**src/logic/rattlesnake_pkg.sv**
```systemverilog
// shared widths, RV32I opcode and funct3 constants
// vector typedefs, ALU and sequencer enums, decode and result structs

`default_nettype none

package rattlesnake_pkg;

    // ------------------------------------------------------------------------
    // widths
    // ------------------------------------------------------------------------
    localparam int XLEN          = 32;
    localparam int REG_ADDR_BITS = 5;
    localparam int MEM_ADDR_BITS = 14;
    localparam int NUM_REGS      = 1 << REG_ADDR_BITS;

    typedef logic [XLEN-1:0]          xlen_t;
    typedef logic [XLEN-1:0]          pc_t;
    typedef logic [31:0]              instr_t;
    typedef logic [REG_ADDR_BITS-1:0] reg_addr_t;
    // word address, PC bits 15 down to 2
    typedef logic [MEM_ADDR_BITS-1:0] mem_addr_t;

    localparam pc_t PC_INC = 32'd4;

    // ------------------------------------------------------------------------
    // major opcodes
    // ------------------------------------------------------------------------
    localparam logic [6:0] OPC_OP     = 7'b0110011;
    localparam logic [6:0] OPC_OP_IMM = 7'b0010011;
    localparam logic [6:0] OPC_LUI    = 7'b0110111;
    localparam logic [6:0] OPC_JAL    = 7'b1101111;
    localparam logic [6:0] OPC_BRANCH = 7'b1100011;
    localparam logic [6:0] OPC_SYSTEM = 7'b1110011;

    localparam instr_t WFI_WORD = 32'h1050_0073;

    // branch conditions
    localparam logic [2:0] F3_BEQ  = 3'b000;
    localparam logic [2:0] F3_BNE  = 3'b001;
    localparam logic [2:0] F3_BLT  = 3'b100;
    localparam logic [2:0] F3_BGE  = 3'b101;
    localparam logic [2:0] F3_BLTU = 3'b110;
    localparam logic [2:0] F3_BGEU = 3'b111;

    // ------------------------------------------------------------------------
    // enums
    // ------------------------------------------------------------------------
    typedef enum logic [3:0] {
        ALU_ADD, ALU_SUB, ALU_SLL, ALU_SLT, ALU_SLTU,
        ALU_XOR, ALU_SRL, ALU_SRA, ALU_OR, ALU_AND
    } alu_op_e;

    typedef enum logic [2:0] {
        IDLE, FETCH, DECODE, EXECUTE, PAUSED
    } seq_state_e;

    // ------------------------------------------------------------------------
    // stage structs
    // ------------------------------------------------------------------------
    typedef struct packed {
        alu_op_e    alu_op;
        reg_addr_t  rd;
        reg_addr_t  rs1;
        reg_addr_t  rs2;
        xlen_t      imm;
        pc_t        pc;
        logic       use_imm;
        logic       save_to_rd;
        logic       is_lui;
        logic       is_jal;
        logic       is_branch;
        logic [2:0] br_funct3;
        logic       is_wfi;
        logic       valid;
    } decoded_t;

    typedef struct packed {
        logic      rd_we;
        reg_addr_t rd_addr;
        xlen_t     rd_data;
        logic      redirect;
        pc_t       target;
        logic      done;
    } result_t;

endpackage

`default_nettype wire

```
**src/logic/fetch_ctrl.sv**
```systemverilog
// instruction sequencer: IDLE/FETCH/DECODE/EXECUTE/PAUSED
// PC register, code-memory read requests, start and WFI pause handling

`timescale 1ns/100ps
`default_nettype none

module fetch_ctrl import rattlesnake_pkg::*; (
    input  wire logic     clk,
    input  wire logic     arst_n_i,

    input  wire logic     start_i,
    input  wire pc_t      start_address_i,

    input  wire instr_t   mem_read_data_i,
    input  wire logic     mem_read_ack_i,
    output logic          mem_read_en_o,
    output mem_addr_t     mem_addr_o,

    input  wire decoded_t decoded_i,
    input  wire result_t  result_i,

    output logic          fetch_valid_o,
    output instr_t        fetch_ir_o,
    output pc_t           fetch_pc_o,
    output logic          paused_o
);

    seq_state_e state;
    pc_t        pc;
    pc_t        next_pc;

    assign next_pc = result_i.redirect ? result_i.target : pc + PC_INC;

    // ------------------------------------------------------------------------
    // sequencer
    // ------------------------------------------------------------------------
    always_ff @(posedge clk or negedge arst_n_i) begin
        if (!arst_n_i) begin
            state         <= IDLE;
            pc            <= '0;
            fetch_valid_o <= 1'b0;
            fetch_ir_o    <= '0;
            fetch_pc_o    <= '0;
        end else begin
            fetch_valid_o <= 1'b0;

            case (state)
                IDLE, PAUSED: begin
                    if (start_i) begin
                        pc    <= start_address_i;
                        state <= FETCH;
                    end
                end

                // request held until the memory acks
                FETCH: begin
                    if (mem_read_ack_i) begin
                        fetch_ir_o    <= mem_read_data_i;
                        fetch_pc_o    <= pc;
                        fetch_valid_o <= 1'b1;
                        state         <= DECODE;
                    end
                end

                // wait for the registered decode, WFI parks the core here
                DECODE: begin
                    if (decoded_i.valid) begin
                        state <= decoded_i.is_wfi ? PAUSED : EXECUTE;
                    end
                end

                EXECUTE: begin
                    if (result_i.done) begin
                        pc    <= next_pc;
                        state <= FETCH;
                    end
                end

                default: begin
                    state <= IDLE;
                end
            endcase
        end
    end

    // ------------------------------------------------------------------------
    // outputs
    // ------------------------------------------------------------------------
    assign mem_read_en_o = (state == FETCH);
    assign mem_addr_o    = pc[MEM_ADDR_BITS+1:2];
    assign paused_o      = (state == IDLE) || (state == PAUSED);

endmodule

`default_nettype wire

```
**src/logic/instr_decode.sv**
```systemverilog
// instruction decoder for the kept RV32I subset
// immediate formats, ALU op select, registered decode struct

`timescale 1ns/100ps
`default_nettype none

module instr_decode import rattlesnake_pkg::*; (
    input  wire logic   clk,
    input  wire logic   arst_n_i,

    input  wire logic   fetch_valid_i,
    input  wire instr_t fetch_ir_i,
    input  wire pc_t    fetch_pc_i,

    output decoded_t    decoded_o,
    output reg_addr_t   rs1_addr_o,
    output reg_addr_t   rs2_addr_o
);

    logic [6:0] opcode;
    logic [2:0] funct3;
    logic       funct7_b5;
    xlen_t      imm_i;
    xlen_t      imm_u;
    xlen_t      imm_j;
    xlen_t      imm_b;
    alu_op_e    alu_op;
    decoded_t   dec_d;
    decoded_t   dec_q;

    assign opcode    = fetch_ir_i[6:0];
    assign funct3    = fetch_ir_i[14:12];
    assign funct7_b5 = fetch_ir_i[30];

    // ------------------------------------------------------------------------
    // immediates
    // ------------------------------------------------------------------------
    assign imm_i = {{20{fetch_ir_i[31]}}, fetch_ir_i[31:20]};
    assign imm_u = {fetch_ir_i[31:12], 12'b0};
    assign imm_j = {{12{fetch_ir_i[31]}}, fetch_ir_i[19:12], fetch_ir_i[20],
                    fetch_ir_i[30:21], 1'b0};
    assign imm_b = {{20{fetch_ir_i[31]}}, fetch_ir_i[7], fetch_ir_i[30:25],
                    fetch_ir_i[11:8], 1'b0};

    // SUB only exists in the register form
    always_comb begin
        case (funct3)
            3'b000:  alu_op = (opcode == OPC_OP && funct7_b5) ? ALU_SUB : ALU_ADD;
            3'b001:  alu_op = ALU_SLL;
            3'b010:  alu_op = ALU_SLT;
            3'b011:  alu_op = ALU_SLTU;
            3'b100:  alu_op = ALU_XOR;
            3'b101:  alu_op = funct7_b5 ? ALU_SRA : ALU_SRL;
            3'b110:  alu_op = ALU_OR;
            default: alu_op = ALU_AND;
        endcase
    end

    // ------------------------------------------------------------------------
    // opcode class
    // ------------------------------------------------------------------------
    always_comb begin
        dec_d           = '0;
        dec_d.alu_op    = alu_op;
        dec_d.rd        = fetch_ir_i[11:7];
        dec_d.rs1       = fetch_ir_i[19:15];
        dec_d.rs2       = fetch_ir_i[24:20];
        dec_d.pc        = fetch_pc_i;
        dec_d.br_funct3 = funct3;
        dec_d.valid     = fetch_valid_i;

        // anything else falls through as a no-op
        case (opcode)
            OPC_OP: begin
                dec_d.save_to_rd = 1'b1;
            end
            OPC_OP_IMM: begin
                dec_d.save_to_rd = 1'b1;
                dec_d.use_imm    = 1'b1;
                dec_d.imm        = imm_i;
            end
            OPC_LUI: begin
                dec_d.save_to_rd = 1'b1;
                dec_d.is_lui     = 1'b1;
                dec_d.imm        = imm_u;
            end
            OPC_JAL: begin
                dec_d.save_to_rd = 1'b1;
                dec_d.is_jal     = 1'b1;
                dec_d.imm        = imm_j;
            end
            OPC_BRANCH: begin
                dec_d.is_branch = 1'b1;
                dec_d.imm       = imm_b;
            end
            OPC_SYSTEM: begin
                dec_d.is_wfi = (fetch_ir_i == WFI_WORD);
            end
            default: begin
                dec_d.save_to_rd = 1'b0;
            end
        endcase
    end

    always_ff @(posedge clk or negedge arst_n_i) begin
        if (!arst_n_i) begin
            dec_q <= '0;
        end else if (fetch_valid_i) begin
            dec_q <= dec_d;
        end else begin
            dec_q.valid <= 1'b0;
        end
    end

    assign decoded_o  = dec_q;
    assign rs1_addr_o = dec_q.rs1;
    assign rs2_addr_o = dec_q.rs2;

endmodule

`default_nettype wire

```
**src/logic/exec_unit.sv**
```systemverilog
// execute stage: ALU, LUI value, branch compare
// branch and jump targets, JAL link, registered result struct

`timescale 1ns/100ps
`default_nettype none

module exec_unit import rattlesnake_pkg::*; (
    input  wire logic     clk,
    input  wire logic     arst_n_i,

    input  wire decoded_t decoded_i,
    input  wire xlen_t    rs1_data_i,
    input  wire xlen_t    rs2_data_i,

    output result_t       result_o
);

    xlen_t      op_a;
    xlen_t      op_b;
    logic [4:0] shamt;
    xlen_t      alu_res;
    logic       br_taken;
    pc_t        link;
    result_t    res_d;

    assign op_a  = rs1_data_i;
    assign op_b  = decoded_i.use_imm ? decoded_i.imm : rs2_data_i;
    assign shamt = op_b[4:0];
    assign link  = decoded_i.pc + PC_INC;

    // ------------------------------------------------------------------------
    // ALU
    // ------------------------------------------------------------------------
    always_comb begin
        case (decoded_i.alu_op)
            ALU_ADD:  alu_res = op_a + op_b;
            ALU_SUB:  alu_res = op_a - op_b;
            ALU_SLL:  alu_res = op_a << shamt;
            ALU_SLT:  alu_res = xlen_t'($signed(op_a) < $signed(op_b));
            ALU_SLTU: alu_res = xlen_t'(op_a < op_b);
            ALU_XOR:  alu_res = op_a ^ op_b;
            ALU_SRL:  alu_res = op_a >> shamt;
            ALU_SRA:  alu_res = xlen_t'($signed(op_a) >>> shamt);
            ALU_OR:   alu_res = op_a | op_b;
            default:  alu_res = op_a & op_b;
        endcase
    end

    // branch compare is always register to register
    always_comb begin
        case (decoded_i.br_funct3)
            F3_BEQ:  br_taken = (rs1_data_i == rs2_data_i);
            F3_BNE:  br_taken = (rs1_data_i != rs2_data_i);
            F3_BLT:  br_taken = ($signed(rs1_data_i) < $signed(rs2_data_i));
            F3_BGE:  br_taken = ($signed(rs1_data_i) >= $signed(rs2_data_i));
            F3_BLTU: br_taken = (rs1_data_i < rs2_data_i);
            F3_BGEU: br_taken = (rs1_data_i >= rs2_data_i);
            default: br_taken = 1'b0;
        endcase
    end

    // ------------------------------------------------------------------------
    // result
    // ------------------------------------------------------------------------
    always_comb begin
        res_d          = '0;
        res_d.rd_addr  = decoded_i.rd;
        res_d.rd_we    = decoded_i.valid && decoded_i.save_to_rd;
        res_d.done     = decoded_i.valid && !decoded_i.is_wfi;
        // JAL and branch share the pc-relative target
        res_d.target   = decoded_i.pc + decoded_i.imm;
        res_d.redirect = decoded_i.is_jal || (decoded_i.is_branch && br_taken);

        if (decoded_i.is_lui) begin
            res_d.rd_data = decoded_i.imm;
        end else if (decoded_i.is_jal) begin
            res_d.rd_data = link;
        end else begin
            res_d.rd_data = alu_res;
        end
    end

    always_ff @(posedge clk or negedge arst_n_i) begin
        if (!arst_n_i) begin
            result_o <= '0;
        end else if (decoded_i.valid) begin
            result_o <= res_d;
        end else begin
            result_o.done     <= 1'b0;
            result_o.rd_we    <= 1'b0;
            result_o.redirect <= 1'b0;
        end
    end

endmodule

`default_nettype wire

```
**src/logic/reg_file.sv**
```systemverilog
// 32 x 32 architectural register file
// writeback from the result struct, debug read shared with port 2

`timescale 1ns/100ps
`default_nettype none

module reg_file import rattlesnake_pkg::*; (
    input  wire logic      clk,
    input  wire logic      arst_n_i,

    input  wire result_t   result_i,

    input  wire reg_addr_t rs1_addr_i,
    input  wire reg_addr_t rs2_addr_i,
    input  wire reg_addr_t dbg_addr_i,
    input  wire logic      paused_i,

    output xlen_t          rs1_data_o,
    output xlen_t          rs2_data_o,
    output xlen_t          dbg_data_o
);

    xlen_t     regs [NUM_REGS];
    reg_addr_t port2_addr;
    xlen_t     port2_data;

    // x0 is never written so it keeps its reset zero
    always_ff @(posedge clk or negedge arst_n_i) begin
        if (!arst_n_i) begin
            for (int i = 0; i < NUM_REGS; i++) begin
                regs[i] <= '0;
            end
        end else if (result_i.rd_we && (result_i.rd_addr != '0)) begin
            regs[result_i.rd_addr] <= result_i.rd_data;
        end
    end

    // debugger borrows port 2 while the core is paused
    assign port2_addr = paused_i ? dbg_addr_i : rs2_addr_i;
    assign port2_data = regs[port2_addr];

    assign rs1_data_o = regs[rs1_addr_i];
    assign rs2_data_o = port2_data;
    assign dbg_data_o = port2_data;

endmodule

`default_nettype wire

```
**src/logic/rattlesnake_core.sv**
```systemverilog
// core top level
// fetch control, decode, execute and register file wired together

`timescale 1ns/100ps
`default_nettype none

module rattlesnake_core import rattlesnake_pkg::*; (
    input  wire logic      clk,
    input  wire logic      arst_n_i,

    input  wire logic      start_i,
    input  wire pc_t       start_address_i,

    input  wire instr_t    mem_read_data_i,
    input  wire logic      mem_read_ack_i,
    output logic           mem_read_en_o,
    output mem_addr_t      mem_addr_o,

    output logic           processor_paused_o,
    output pc_t            peek_pc_o,
    output instr_t         peek_ir_o,

    input  wire reg_addr_t dbg_reg_addr_i,
    output xlen_t          dbg_reg_data_o
);

    logic      fetch_valid;
    instr_t    fetch_ir;
    pc_t       fetch_pc;
    logic      paused;
    decoded_t  decoded;
    result_t   result;
    reg_addr_t rs1_addr;
    reg_addr_t rs2_addr;
    xlen_t     rs1_data;
    xlen_t     rs2_data;

    fetch_ctrl u_fetch_ctrl (
        .clk             (clk),
        .arst_n_i        (arst_n_i),
        .start_i         (start_i),
        .start_address_i (start_address_i),
        .mem_read_data_i (mem_read_data_i),
        .mem_read_ack_i  (mem_read_ack_i),
        .mem_read_en_o   (mem_read_en_o),
        .mem_addr_o      (mem_addr_o),
        .decoded_i       (decoded),
        .result_i        (result),
        .fetch_valid_o   (fetch_valid),
        .fetch_ir_o      (fetch_ir),
        .fetch_pc_o      (fetch_pc),
        .paused_o        (paused)
    );

    instr_decode u_instr_decode (
        .clk           (clk),
        .arst_n_i      (arst_n_i),
        .fetch_valid_i (fetch_valid),
        .fetch_ir_i    (fetch_ir),
        .fetch_pc_i    (fetch_pc),
        .decoded_o     (decoded),
        .rs1_addr_o    (rs1_addr),
        .rs2_addr_o    (rs2_addr)
    );

    exec_unit u_exec_unit (
        .clk        (clk),
        .arst_n_i   (arst_n_i),
        .decoded_i  (decoded),
        .rs1_data_i (rs1_data),
        .rs2_data_i (rs2_data),
        .result_o   (result)
    );

    reg_file u_reg_file (
        .clk        (clk),
        .arst_n_i   (arst_n_i),
        .result_i   (result),
        .rs1_addr_i (rs1_addr),
        .rs2_addr_i (rs2_addr),
        .dbg_addr_i (dbg_reg_addr_i),
        .paused_i   (paused),
        .rs1_data_o (rs1_data),
        .rs2_data_o (rs2_data),
        .dbg_data_o (dbg_reg_data_o)
    );

    // peek shows the instruction last fetched
    assign peek_pc_o          = fetch_pc;
    assign peek_ir_o          = fetch_ir;
    assign processor_paused_o = paused;

endmodule

`default_nettype wire

```
**config.mk**
```make
export PLATFORM = sky130hd
export DESIGN_NAME = rattlesnake_core
export DESIGN_NICKNAME = d
export VERILOG_FILES = /design/src/logic/rattlesnake_pkg.sv /design/src/logic/fetch_ctrl.sv /design/src/logic/instr_decode.sv /design/src/logic/exec_unit.sv /design/src/logic/reg_file.sv /design/src/logic/rattlesnake_core.sv
export SDC_FILE = /design/constraint.sdc
export NUM_CORES = 2
export LEC_CHECK = 0
export BUFFER_PORTS_ARGS = -buffer_cell sky130_fd_sc_hd__buf_2
export CAP_MARGIN = 40
export CORE_AREA = 2 2 574 576
export CTS_BUF_LIST = sky130_fd_sc_hd__clkbuf_8
export DETAILED_ROUTE_END_ITERATION = 8
export DIE_AREA = 0 0 576 578
export GPL_TIMING_DRIVEN = 0
export PLACE_DENSITY = 0.41
export SYNTH_ARGS = -nofsm -noshare
export SYNTH_HDL_FRONTEND = slang
export SYNTH_HIERARCHICAL = 1
export SYNTH_SLANG_ARGS = --single-unit
export TNS_END_PERCENT = 100
```
**constraint.sdc**
```tcl
create_clock -name clk -period 15.7 [get_ports clk]
set_input_delay 2.355 -clock clk [delete_from_list [all_inputs] [get_ports clk]]
set_output_delay 2.355 -clock clk [all_outputs]
set_load 0.1 [all_outputs]
```
==> impl_metrics.json <==
{
  "fin_tns_setup_ns": 0,
  "grt_pass1_vias": 70400,
  "syn-instance-count": 7259,
  "grt_max_degree": 163,
  "antenna_found_initial": 40,
  "clkTransAtPathRegs_ns": 0.07,
  "worstRegToRegCells": 32,
  "synth_edf_count": 0,
  "grt.met1_usage": 0.3422,
  "fin_cells": 12510,
  "whs_ns": 0.4787,
  "path_class": "input port to flip-flop",
  "setup_viol_count_final": 0,
  "grtUsageMet3": 0.07857,
  "synth_flop_cell": "dfrtp_1",
  "seq_area_frac_synth": 0.3967,
  "io_pins": 185,
  "rsz0062_at_grt": "false",
  "drt_iter0_markers": 9138,
  "synthDistinctLibCells": 103,
  "io_buffers": 182,
  "start_util": 0.2492,
  "synth_top_area_frac": 0.3967,
  "synthTopCellsByArea": "dfrtp_1 40%, mux2_2 16%, mux4_2 13%",
  "synthesis.nets": 7497,
  "worst_slew_pin_slew_ns": 1.088,
  "dieArea_sq_um": 332900,
  "cpMaxStageDelayCell": "o311a_1",
  "fmax_mhz": 83.88,
  "ys.warnings.count": 6,
  "yosys.area.top_type": "dfrtp_1",
  "cp_slowest_stage_delay_ns": 0.84,
  "cts_inserted_buffers": 242,
  "wl_per_cell_um": 36.91,
  "power.total_mw": 22.94,
  "whs_path_depth": 1,
  "synthesis.area_sq_um": 81310,
  "async_flop_share": 1.000,
  "power.density_nw_per_um2": 238.6,
  "wirelength_mm": 461.6,
  "fp-row-count": 210,
  "ant_nets": 0,
  "worst-path-buf-inv": 15,
  "slew_headroom": 0.2671,
  "utilization": 0.2947,
  "dp.cells": 12070,
  "via_count": 71750,
  "min_period_ns": 11.92,
  "postCtsHoldBufs": 0,
  "final_nets": 8211,
  "critPathLaunchType": "input port",
  "grt_busiest_layer": "met2",
  "clkLatencyLatePin_ns": 1.08,
  "critical_path_arrival_ns": 12.77,
  "min_path_type": "flip-flop to flip-flop",
  "first_pass_iters": 8,
  "avgSynthCellArea_sq_um": 11.20,
  "grt.overflow.total": 0,
  "timing.final.crit_share": 0.7593,
  "final_critical_path_setup_slack_ns": 3.779,
  "cp.depth": 30,
  "ys_ff_latch": 1289,
  "p_leak_nw": 41.55,
  "end_kind": "flip-flop",
  "cts_htree_levels": 4,
  "die_w_um": 576,
  "coreArea_sq_um": 326300,
  "dp_hpwl_mm": 354.2,
  "drive_gt1_frac": 0.3364,
  "dp_slack_ns": 3.324,
  "via_per_inst": 5.737,
  "met2_usage": 0.4027,
  "irDropWorstVdd_mv": 0.2689,
  "syn_to_final_growth_pct": 18.28,
  "cp.required_ns": 16.55,
  "fin_skew_ns": 0.1285,
  "post_cts_resized": 0,
  "slew_violations": 0,
  "n_fill_cell": 34010,
  "cp_max_fo": 10,
  "post-cts-setup-buffers": 0,
  "cp_top_family": "buffers and inverters",
  "root_buffer": "clkbuf_8",
  "status": "finished clean",
  "grt_usage": 0.2696,
  "final_cell_area_sq_um": 96170,
  "post-route-drc-count": 0,
  "clkSinkCount": 1289,
  "cts_buffer_depth": 4,
  "drv_cap": 0,
  "place_area_sq_um": 91380,
  "grt_pass1_wl_mm": 616.5,
  "die_y_um": 578,
  "tritoncts": "built",
  "finalHoldViolCount": 0,
  "gp_congestion": 0.9863
}
==> layout make-up <==
class                   count  area [sq um]  share of cell area
clock buffers             299          4115             0.04279
clock inverters           115         559.3            0.005816
repair buffers            470          4631             0.04815
plain buffers             729          3354             0.03488
inverters                 211         792.0            0.008236
multi-input cells        5030         44980              0.4677
well taps                4346          5438             0.05654
flip-flops and latches   1289         32260              0.3354
diodes                     17         42.54           0.0004424
==> per-layer routing <==
| layer | vias to the layer above | part of all wire |
|---|---|---|
| li1 | 28640 | - |
| met1 | 37480 | 0.40 |
| met2 | 4503 | 0.43 |
| met3 | 1104 | 0.10 |
| met4 | 24 | 0.071 |
| met5 | - | 0.00092 |
==> power by group <==
| part | internal, mW | total (mW) | leakage (nW) | switching, mW |
|---|---|---|---|---|
| clock network | 1.73 | 3.35 | 2.73 | 1.62 |
| registers | 3.70 | 4.51 | 17.6 | 0.806 |
| logic | 3.97 | 15.1 | 21.2 | 11.1 |
==> path summary, 6_finish.rpt <==
path / startpoint / to / slack (ns)
worst max-delay path: dbg_reg_addr_i[2] / u_exec_unit/result_o[62] / 3.78
worst min-delay path: u_reg_file/regs[1008] / u_reg_file/regs[1008] / 0.48
worst max register to register: u_fetch_ctrl/state[0] / u_exec_unit/result_o[62] / 4.01
max in group asynchronous: arst_n_i / u_reg_file/regs[617] / 11.20
worst min register to register: u_reg_file/regs[1008] / u_reg_file/regs[1008] / 0.48
min in group asynchronous: arst_n_i / u_fetch_ctrl/pc[18] / 1.23
==> synth_stat cells, drive strengths merged (31+ instances only) <==
cell type and number:
dfrtp 1289, mux2 1169, nand2 771, mux4 479, clkbuf 417, buf 312, a21oi 308, o21ai 250
nor2 245, inv 204, nand3 193, ha 162, mux2i 137, a31oi 115, a211oi 105, a22oi 96
o211ai 85, nor3 83, and3 57, o311ai 44, nand2b 42, o21a 42, a22o 40, xnor2 37
a32oi 35, nand4 34, o31ai 33, or3 33, o22ai 31
==> worst reg2reg max path: cells and delay by family, from the launching register on <==
kind / cells / cell delay, ns
mux: 2 / 0.56
fa+ha+maj: 1 / 0.44
flops: 1 / 0.37
compound gates: 10 / 3.35
buf+inv: 16 / 5.92
simple gates: 3 / 0.91
==> logic make-up (layout without fill, tap and decap cells) <==
group | Yosys count | after routing | share of synthesized area
mux | 1785 | 1785 | 0.3118
flops | 1289 | 1289 | 0.3967
fa+ha+maj | 165 | 165 | 0.02567
xor+xnor | 63 | 63 | 0.006786
compound gates | 1425 | 1425 | 0.1186
other cells | 0 | 17 | 0
simple gates | 1592 | 1592 | 0.08961
buf+inv | 940 | 1824 | 0.05075
==> layout by cell type (no fill, tap or decap), types with 42 or more instances in the layout <==
cell      Yosys  final
o21a_1       42     42
a21oi_1     305    305
buf_1        95     89
ha_1        162    162
nand2b_1     42     42
nor2_1      242    239
a211oi_1    104    104
o21ai_0     245    245
buf_6        19    133
nand2_1     771    771
mux2_2     1161   1161
buf_8         1     99
a31oi_1     105    104
clkbuf_1    417    410
buf_2       118    323
a22oi_1      96     96
nand3_1     193    193
mux4_2      479    479
nor3_1       82     81
buf_4        79    114
o211ai_1     85     85
and3_1       56     56
dfrtp_1    1289   1289
inv_1       201    280
clkbuf_8      0    299
mux2i_1     134    133
==> state kept, by name, indices dropped and copies added (netlist names) <==
register	flops
u_reg_file/regs	1024
u_instr_decode/decoded_o	83
u_exec_unit/result_o	72
u_fetch_ctrl/fetch_ir_o	32
u_fetch_ctrl/fetch_pc_o	32
u_fetch_ctrl/pc	32
u_instr_decode/rs1_addr_o	5
u_instr_decode/rs2_addr_o	5
u_fetch_ctrl/state	3
u_fetch_ctrl/fetch_valid_o	1
Power figures use the tool's default switching activity.
